File: config.mk
export PLATFORM = sky130hd
export DESIGN_NAME = ecg_weight_buffer
export DESIGN_NICKNAME = d
export VERILOG_FILES = /design/src/rtl/ecg_acc_pkg.sv /design/src/rtl/ecg_weight_buffer.sv
export SDC_FILE = /design/constraint.sdc
export NUM_CORES = 1
export LEC_CHECK = 0
export BUFFER_PORTS_ARGS = -buffer_cell sky130_fd_sc_hd__clkbuf_2
export CAP_MARGIN = 10
export CORE_MARGIN = 3
export CORE_UTILIZATION = 52
export DETAILED_ROUTE_END_ITERATION = 12
export PLACE_DENSITY = 0.8
export SYNTH_ARGS = -nofsm -noshare
export SYNTH_HDL_FRONTEND = slang
export SYNTH_SLANG_ARGS = --single-unit
File: constraint.sdc
create_clock -name clk_cal -period 1.01 [get_ports clk_cal]
set_input_delay 0 -clock clk_cal [delete_from_list [all_inputs] [get_ports clk_cal]]
set_output_delay 0 -clock clk_cal [all_outputs]
set_load 0.01 [all_outputs]
File: src/rtl/ecg_acc_pkg.sv
// widths, tap/channel counts, datapath types, weight-write struct, pool phase enum
package ecg_acc_pkg;

	// ************************************************************************
	// sizes
	// ************************************************************************
	localparam int SAMPLE_W  = 8;	// ecg sample and weight width
	localparam int CONV_TAPS = 3;	// kernel length
	localparam int NUM_CH    = 8;	// output channels
	localparam int PSUM_W    = 18;	// 16b product + 2 guard bits for 3 taps

	// ************************************************************************
	// datapath types
	// ************************************************************************
	typedef logic signed [SAMPLE_W-1:0] sample_t;
	typedef logic signed [SAMPLE_W-1:0] weight_t;
	typedef logic signed [PSUM_W-1:0]   psum_t;
	typedef logic        [7:0]          act_t;		// unsigned, 0..127 after quant

	// index 0 holds the oldest sample
	typedef sample_t [CONV_TAPS-1:0] window_t;

	typedef weight_t [NUM_CH-1:0][CONV_TAPS-1:0] weight_bank_t;	// [ch][tap]
	typedef psum_t   [NUM_CH-1:0]                psum_vec_t;
	typedef act_t    [NUM_CH-1:0]                act_vec_t;

	// weight write port
	typedef struct packed {
		logic                         vld;	// write strobe
		logic [$clog2(NUM_CH)-1:0]    ch;	// channel index
		logic [$clog2(CONV_TAPS)-1:0] tap;	// tap index
		weight_t                      data;
	} wt_wr_t;

	// pool pair phase
	typedef enum logic {
		pool_first,		// hold incoming vector
		pool_second		// compare and emit
	} pool_phase_e;

endpackage

File: src/rtl/ecg_weight_buffer.sv
// weight register bank, 8 channels by 3 taps, parallel read
`timescale 1ns/1ps

module ecg_weight_buffer (
	input  logic                      clk_cal,
	input  logic                      reset,
	input  ecg_acc_pkg::wt_wr_t       wt_wr,
	output ecg_acc_pkg::weight_bank_t bank
);

	ecg_acc_pkg::weight_bank_t bank_q;

	// ************************************************************************
	// write port
	// ************************************************************************
	always_ff @(posedge clk_cal) begin
		if (reset) begin
			bank_q <= '0;				// all weights zero
		end else if (wt_wr.vld && (wt_wr.tap < ecg_acc_pkg::CONV_TAPS)) begin
			bank_q[wt_wr.ch][wt_wr.tap] <= wt_wr.data;	// single entry per write
		end
	end

	// whole bank goes out at once, pe array reads all taps every cycle
	assign bank = bank_q;

	// ************************************************************************
	// checks
	// ************************************************************************
	// tap 3 does not exist, such a write would be silently dropped
	a_tap_range : assert property (
		@(posedge clk_cal) disable iff (reset)
		wt_wr.vld |-> (wt_wr.tap < ecg_acc_pkg::CONV_TAPS)
	) else $error("weight write with tap index %0d out of range", wt_wr.tap);

endmodule

==> impl_metrics.csv, run 1 <==
group,metric,value,unit
status,outcome,"finished, final reports clean",
sta,drv_slew,0,
floorplan,core_area,13990,sq um
synth,syn_nets,677,
placed_design,place_congestion,0.7785,
detailed_routing,routedWlPerCell,18.33,um
clock_tree,cts_resized,0,
sta,worst_pin_slew,0.3091,ns
synth,synth.cell_area,7483,sq um
detailed_routing,drc_errors,0,
sta,grt_setup_unrepaired,"no",
synth,yosys-top-cells-area,"dfxtp_1 51%, mux2i_1 26%, nand2b_1 17%, nand2_2 1.9%, buf_2 1.4%",
power,ir_drop,1.095,mV
sta,finalSetupTns,0,ns
synth,synthFlopType,"dfxtp_1",
global_routing,grt_overflow,0,
critical_path,path_max_fanout,2,
global_routing,grt_max_degree,95,
synth,yosys_warnings,0,
floorplan,ios,208,
critical_path,cp.required,1.01,ns
clock_tree,cts_tree,"yes",
clock_tree,cts_buffers,17,
critical_path,crit_arrival,0.95,ns
global_routing,grt_use_met1,29.10,%
power,leakage,5.056,nW
sta,fin_crit,0.9528,ns
power,powerDensity,1581,nW/um^2
final_layout,diodes,0,
synth,synth_edf_count,0,
global_routing,antenna_found_initial,0,
sta,period_share,94.33,%
floorplan,num_rows,43,
detailed_routing,drt-initial-drc-count,322,
critical_path,start_kind,"register",
sta,setup_viol_count_final,0,
sta,finClkSkew,0,ns
synth,syn_inst,661,
final_layout,final.fill_count,1111,
clock_tree,clk_pin_slew_worst_paths,0.06,ns
detailed_routing,dr.pass1.iters,4,
final_layout,finish.utilization,66.82,%
critical_path,path_cells,"clkbuf_2",
global_routing,track_usage,24.10,%
flow_run,drv_cap,0,
synth,yosysSeqAreaShare,51.36,%
critical_path,cpPeakStageDelay,0.38,ns
floorplan,die_w,126.0,um
sta,max_freq,1050,MHz
synth,synth-seq-cells,192,
detailed_routing,num_vias,5407,
critical_path,crit_type,"reg -> out",
detailed_routing,ant_nets,0,
critical_path,critical_path_buf_inv_count,1,
final_layout,drive_gt1_share,31.92,%
global_routing,grt_pass1_wl,30.46,mm
clock_tree,post-cts-setup-buffers,0,
clock_tree,cts-root-buf,"clkbuf_16",
synth,synth.distinct_cells,16,
synth,synth-async-reset-ratio,0,%
final_layout,nets,877,
clock_tree,cts_hold_buf,0,
critical_path,cp_top_family,"flip-flops",
clock_tree,cts_max_level,4,
placed_design,dpl.hpwl,13.02,mm
global_routing,grt_pass1_vias,5662,
final_layout,area_growth,24.90,%
synth,synth.most_common_cell,"nand2b_1",
floorplan,initial_utilization,53.50,%
placed_design,io_buffers,207,
synth,synth_top_area_share,51.36,%
detailed_routing,via_per_inst,5.145,
floorplan,chipHeight,126.0,um
global_routing,grt_use_met3,6.785,%
global_routing,busiest_layer,"met2",
critical_path,crit_path_top_delay_cell,"dfxtp_1",
final_layout,largest_reg_flops,192,
synth,synthTopCellsByCount,"200 x nand2b_1, 192 x dfxtp_1, 192 x mux2i_1",
synth,synth_largest_area_cell,"dfxtp_1",
critical_path,critPathCaptureType,"output port",
global_routing,gr-usage-met2,41.63,%
worst_hold_path,worstHoldPathType,"in -> reg",
clock_tree,cts_sinks,192,
clock_tree,cts_buffer_depth,2,
detailed_routing,wl,19.26,mm
sta,hold_viol,0,
floorplan,die_area,15870,sq um
synth,avgSynthCellArea,11.32,sq um
clock_tree,clk_latency,0.42,ns
power,power,14.78,mW
sta,slew-limit-headroom,79.31,%
==> cell families (layout without fill, tap and decap cells) <==
group / count (synthesis) / in the layout / synth area share [%]
muxes: 192 / 192 / 25.68
DFF: 192 / 192 / 51.36
buffers and inverters: 42 / 252 / 2.558
and+or+nand+nor: 235 / 235 / 20.40
==> cell usage in the layout, fill, tap and decap left out, drive strengths merged, types with 2 or more instances in the layout <==
master    count
and4b         3
and4bb        3
buf          17
clkbuf      227
clkinvlp      5
dfxtp       192
mux2i       192
nand2        23
nand2b      200
nor2b         2
==> area by class of cell <==
type                       instances  area, sq um  share of cell area, %
multi-input combinational        427         3448                  36.89
sequential                       192         3844                  41.12
tap                              180        225.2                  2.410
clock inverter                     8        85.08                 0.9103
timing repair buffer             223         1284                  13.73
clock buffer                      21        460.4                  4.926
==> per-stage QoR <==
stage / setup WS (ns) / std cells / cell area, sq um / hold slack (ns)
final: 0.05723 / 1051 / 9346 / 0.01817
after floorplan: 0.1199 / 661 / 7483 / 0.2510
after global routing: 0.02700 / 1051 / 9346 / 0.02348
after CTS: 0.04464 / 1051 / 9346 / 0.0003536
after detailed placement: -0.1146 / 1022 / 8801 / 0.4044
after global placement: -0.09219 / 1022 / 8801 / 0.4053
==> per-layer routing <==
| layer | part of all wire, % | wire (um) | vias up |
|---|---|---|---|
| li1 | - | - | 2593 |
| met1 | 42 | 8160 | 2629 |
| met2 | 50 | 9600 | 161 |
| met3 | 6.2 | 1200 | 24 |
| met4 | 1.6 | 302 | 0 |
| met5 | 0 | 0 | - |
==> worst paths after layout <==
kind | startpoint | end | slack (ns) | cells after the start
setup reg to reg | bank[151] | bank[151] | 0.33 | 2
hold reg to reg | bank[67] | bank[67] | 0.48 | 2
setup / recovery | bank[76] | bank[76] | 0.06 | 1
hold / removal | reset | bank[187] | 0.02 | 3
==> where the power goes <==
| group | switching, mW | internal, mW | total, mW |
|---|---|---|---|
| Combinational | 0.444 | 0.357 | 0.801 |
| Clock | 2.82 | 3.50 | 6.32 |
| Sequential | 0.0329 | 7.62 | 7.66 |
Power figures use the tool's default switching activity.
==> inputs of run 2 (changes only) <==
--- a/config.mk
+++ b/config.mk
@@ -10,6 +10,7 @@
 export CORE_MARGIN = 3
 export CORE_UTILIZATION = 52
 export DETAILED_ROUTE_END_ITERATION = 12
+export HOLD_SLACK_MARGIN = 0.03
 export PLACE_DENSITY = 0.8
 export SYNTH_ARGS = -nofsm -noshare
 export SYNTH_HDL_FRONTEND = slang
==> impl_metrics.csv, run 2 (synthesized netlist as in run 1, its figures left out) <==
group,metric,value,unit
status,outcome,"finished, final reports clean",
clock_tree,clk_pin_slew_worst_paths,0.07,ns
critical_path,reg2reg_to,"bank[151]",
detailed_routing,ant_nets,0,
final_layout,layout_commonest_cell,"clkbuf_2",
placed_design,io_buffers,207,
clock_tree,cts-root-buf,"clkbuf_16",
global_routing,grt_use_met1,29.27,%
global_routing,antenna_found_initial,0,
critical_path,cp.required,1.01,ns
sta,hold_slack,0.08607,ns
critical_path,cpPeakStageDelay,0.38,ns
global_routing,gr-usage-met2,42.13,%
global_routing,grt_use_met3,6.743,%
final_layout,diodes,0,
critical_path,start_kind,"register",
critical_path,crit_path_top_delay_cell,"dfxtp_1",
global_routing,grt_pass1_wl,30.68,mm
clock_tree,cts_sinks,192,
floorplan,core_area,13990,sq um
final_layout,final_cell_mix,"206 x clkbuf_2, 200 x nand2b_1, 192 x mux2i_1, 192 x dfxtp_1, 23 x nand2_2",
global_routing,grt_pass1_vias,5689,
placed_design,place_congestion,0.7785,
placed_design,dpl.hpwl,13.02,mm
detailed_routing,via_per_inst,5.148,
floorplan,initial_utilization,53.50,%
power,ir_drop,1.089,mV
worst_hold_path,worstHoldPathType,"in -> reg",
power,leakage,5.065,nW
final_layout,final.fill_count,1109,
floorplan,die_area,15870,sq um
sta,setup_viol_count_final,0,
sta,max_freq,1049,MHz
critical_path,crit_arrival,0.95,ns
final_layout,drive_gt1_share,31.84,%
detailed_routing,drc_errors,0,
flow_run,drv_cap,0,
floorplan,die_w,126.0,um
global_routing,grt_max_degree,95,
sta,hold_viol,0,
final_layout,area_growth,25.16,%
worst_hold_path,hp-start,"wt_wr[2]",
sta,finClkSkew,0,ns
final_layout,nets,879,
clock_tree,cts_resized,0,
floorplan,ios,208,
worst_hold_path,whs_endpoint,"bank[18]",
clock_tree,cts_buffer_depth,2,
clock_tree,cts_buffers,17,
clock_tree,clk_latency,0.42,ns
critical_path,cp_top_family,"flip-flops",
critical_path,critPathCaptureType,"output port",
sta,fin_crit,0.9537,ns
critical_path,reg2reg_from,"bank[151]",
critical_path,ff2ff_setup_slack,0.33,ns
sta,slew-limit-headroom,79.13,%
detailed_routing,dr.pass1.iters,4,
floorplan,chipHeight,126.0,um
clock_tree,cts_tree,"yes",
clock_tree,cts_max_level,4,
global_routing,grt_overflow,0,
worst_hold_path,min_delay_path_depth,4,
critical_path,path_depth,1,
sta,finalSetupTns,0,ns
detailed_routing,drt-initial-drc-count,304,
critical_path,critical_path_buf_inv_count,1,
critical_path,path_cells,"clkbuf_2",
critical_path,worst_r2r_path_depth,2,
detailed_routing,routedWlPerCell,18.43,um
sta,period_share,94.43,%
detailed_routing,wl,19.41,mm
final_layout,largest_reg_flops,192,
global_routing,busiest_layer,"met2",
critical_path,path_max_fanout,2,
sta,drv_slew,0,
critical_path,crit_type,"reg -> out",
floorplan,num_rows,43,
detailed_routing,num_vias,5421,
sta,grt_setup_unrepaired,"no",
sta,worst_pin_slew,0.3117,ns
global_routing,track_usage,24.25,%
power,powerDensity,1579,nW/um^2
-- run 2: changes by cell type in the layout (fill, tap and decap cells not counted), sizes merged --
cell         previous run  this run
dlygate4sd3             0         2
-- run 2: worst max-delay path by stage --
stage,startpoint,endpoint,slack [ns]
final,bank[76],bank[76],0.06
after detailed placement,wt_wr[10],bank[109],-0.11
after global placement,wt_wr[11],bank[15],-0.09
after global routing,bank[47],bank[47],0.03
after CTS,bank[76],bank[76],0.04
after floorplan,wt_wr[9],bank[24],0.12
-- run 2: per-layer routing --
layer / part of all wire [%] / wire (um)
met3: 5.9 / 1154
met4: 1.4 / 270
met5: 0 / 0
met2: 50 / 9733
met1: 43 / 8250
-- run 2: layout make-up --
class	count	area (sq um)	area share, %
clock inverters	8	85.08	0.9084
multi-input cells	427	3448	36.82
clock buffers	21	460.4	4.916
flip-flops and latches	192	3844	41.04
repair buffers	225	1304	13.92
well taps	180	225.2	2.404
-- run 2: power breakdown --
group / internal, mW / switching, mW
combinational: 0.362 / 0.448
clock: 3.50 / 2.82
sequential: 7.62 / 0.0331
total: 11.5 / 3.30
-- run 2: repair_timing --
item	4_1_cts	5_1_grt
buffers inserted	0	0
hold buffers	2	0
hold endpoints to repair	7	0
setup endpoints to repair	0	0
-- run 2: tightest hold or removal path, cell delays in order --
cell	delay, ns
clkbuf_2	0.08
nand2b_1	0.08
buf_12	0.18
mux2i_1	0.12
-- run 2: metrics by stage --
| stage | power [mW] | utilization [%] | setup slack, ns | area [sq um] | std cells |
|---|---|---|---|---|---|
| floorplan | 8.297 | - | 0.1199 | 7483 | 661 |
| global placement | 8.613 | 62.92 | -0.09219 | 8801 | 1022 |
| detailed placement | 8.636 | 62.92 | -0.1146 | 8801 | 1022 |
| CTS | 14.87 | 66.96 | 0.04464 | 9366 | 1053 |
| global route | 15.21 | 66.96 | 0.02700 | 9366 | 1053 |
| finish | 14.79 | 66.96 | 0.05629 | 9366 | 1053 |
==> inputs of run 3 (changes only) <==
--- a/config.mk
+++ b/config.mk
@@ -8,10 +8,10 @@
 export BUFFER_PORTS_ARGS = -buffer_cell sky130_fd_sc_hd__clkbuf_2
 export CAP_MARGIN = 10
 export CORE_MARGIN = 3
-export CORE_UTILIZATION = 52
+export CORE_UTILIZATION = 50
 export DETAILED_ROUTE_END_ITERATION = 12
 export HOLD_SLACK_MARGIN = 0.03
-export PLACE_DENSITY = 0.8
+export PLACE_DENSITY = 0.77
 export SYNTH_ARGS = -nofsm -noshare
 export SYNTH_HDL_FRONTEND = slang
 export SYNTH_SLANG_ARGS = --single-unit
==> impl_metrics.csv, run 3 (synthesized netlist as in run 1, its figures left out) <==
group,metric,value,unit
critical_path,critical_path_buf_inv_count,1,
final_layout,final_cell_mix,"206 x clkbuf_2, 200 x nand2b_1, 192 x mux2i_1, 192 x dfxtp_1, 24 x buf_4",
global_routing,grt_pass1_vias,5512,
placed_design,dpl.hpwl,13.94,mm
sta,hold_viol,0,
clock_tree,cts_buffers,17,
floorplan,initial_utilization,51.30,%
detailed_routing,num_vias,5403,
final_layout,final.fill_count,1148,
placed_design,place_congestion,0.7998,
sta,setup_ws,0.05250,ns
clock_tree,cts_buffer_depth,2,
clock_tree,cts-root-buf,"clkbuf_16",
detailed_routing,wl,19.41,mm
global_routing,track_usage,23.74,%
global_routing,grt_pass1_wl,30.36,mm
flow_run,drv_cap,0,
sta,drv_slew,0,
critical_path,cp.required,1.01,ns
global_routing,grt_max_degree,65,
sta,period_share,94.80,%
sta,max_freq,1044,MHz
worst_hold_path,worstHoldPathType,"in -> reg",
sta,grt_setup_unrepaired,"no",
global_routing,antenna_found_initial,0,
power,powerDensity,1639,nW/um^2
critical_path,critPathCaptureType,"output port",
status,outcome,"finished, final reports clean",
clock_tree,cts_max_level,4,
detailed_routing,drc_errors,0,
final_layout,largest_reg_flops,192,
clock_tree,cts_hold_buf,0,
critical_path,path_max_fanout,2,
final_layout,layout_commonest_cell,"clkbuf_2",
critical_path,crit_arrival,0.96,ns
placed_design,place_worst_setup_slack,-0.1118,ns
detailed_routing,dr.pass1.iters,4,
floorplan,num_rows,44,
power,leakage,5.142,nW
final_layout,finalNonFillerCells,1071,
critical_path,cp_top_family,"flip-flops",
detailed_routing,ant_nets,0,
sta,slew-limit-headroom,76.30,%
sta,setup_viol_count_final,0,
critical_path,cpPeakStageDelay,0.37,ns
critical_path,path_cells,"clkbuf_2",
clock_tree,cts_tree,"yes",
clock_tree,post-cts-setup-buffers,0,
critical_path,crit_type,"reg -> out",
final_layout,area_growth,26.58,%
placed_design,dp_cells,1039,
critical_path,start_kind,"register",
sta,finClkSkew,0,ns
clock_tree,clk_pin_slew_worst_paths,0.08,ns
power,ir_drop,1.158,mV
floorplan,chipHeight,128.3,um
floorplan,ios,208,
floorplan,core_area,14590,sq um
global_routing,grt_overflow,0,
clock_tree,clk_latency,0.43,ns
power,power,15.53,mW
final_layout,drive_gt1_share,33.37,%
sta,fin_crit,0.9575,ns
detailed_routing,via_per_inst,5.045,
critical_path,crit_path_top_delay_cell,"dfxtp_1",
final_layout,diodes,0,
floorplan,die_w,128.3,um
sta,worst_pin_slew,0.3540,ns
final_layout,design_area,9473,sq um
detailed_routing,drt-initial-drc-count,250,
floorplan,die_area,16470,sq um
placed_design,io_buffers,207,
clock_tree,cts_resized,0,
clock_tree,cts_sinks,192,
detailed_routing,routedWlPerCell,18.12,um
final_layout,nets,890,
placed_design,place_area,8853,sq um
run 3: changes by cell type in the layout (fill, tap and decap cells not counted), moves of 3 or more:
cell and delta:
buf_12 -4, buf_4 +17, clkinvlp_4 -3, inv_6 +5
run 3: per-layer routing:
| layer | vias up | wire [um] | GRT usage [%] |
|---|---|---|---|
| li1 | 2613 | - | - |
| met1 | 2616 | 8487 | 29.92 |
| met2 | 151 | 9344 | 38.98 |
| met3 | 23 | 1263 | 6.974 |
| met4 | 0 | 313 | 8.240 |
| met5 | - | 0 | 0 |
run 3: cell type report:
| cell class | count | area [sq um] | share of cell area, % |
|---|---|---|---|
| Clock inverter | 15 | 193.9 | 2.047 |
| Multi-Input combinational cell | 427 | 3448 | 36.40 |
| Sequential cell | 192 | 3844 | 40.58 |
| Tap cell | 184 | 230.2 | 2.430 |
| Timing Repair Buffer | 236 | 1331 | 14.05 |
| Clock buffer | 17 | 425.4 | 4.491 |
run 3: power breakdown:
group | internal [mW] | leakage, nW | switching (mW)
Sequential | 7.62 | 1.55 | 0.0332
Combinational | 0.367 | 3.29 | 0.450
Clock | 3.98 | 0.300 | 3.08
run 3: worst paths after layout:
check	slack, ns	from	depth (start not counted)	to
hold / removal	0.06	reset	3	bank[29]
setup / recovery	0.05	bank[22]	1	bank[22]
hold reg to reg	0.47	bank[25]	2	bank[25]
setup reg to reg	0.35	bank[123]	2	bank[123]
run 3: metrics by stage:
step	util, %	hold WS (ns)	TNS, ns
floorplan	-	0.2510	0
global placement	60.69	0.4060	-4.683
detailed placement	60.69	0.4063	-10.11
CTS	64.93	0.04703	0
global route	64.93	0.08594	0
finish	64.93	0.05657	0
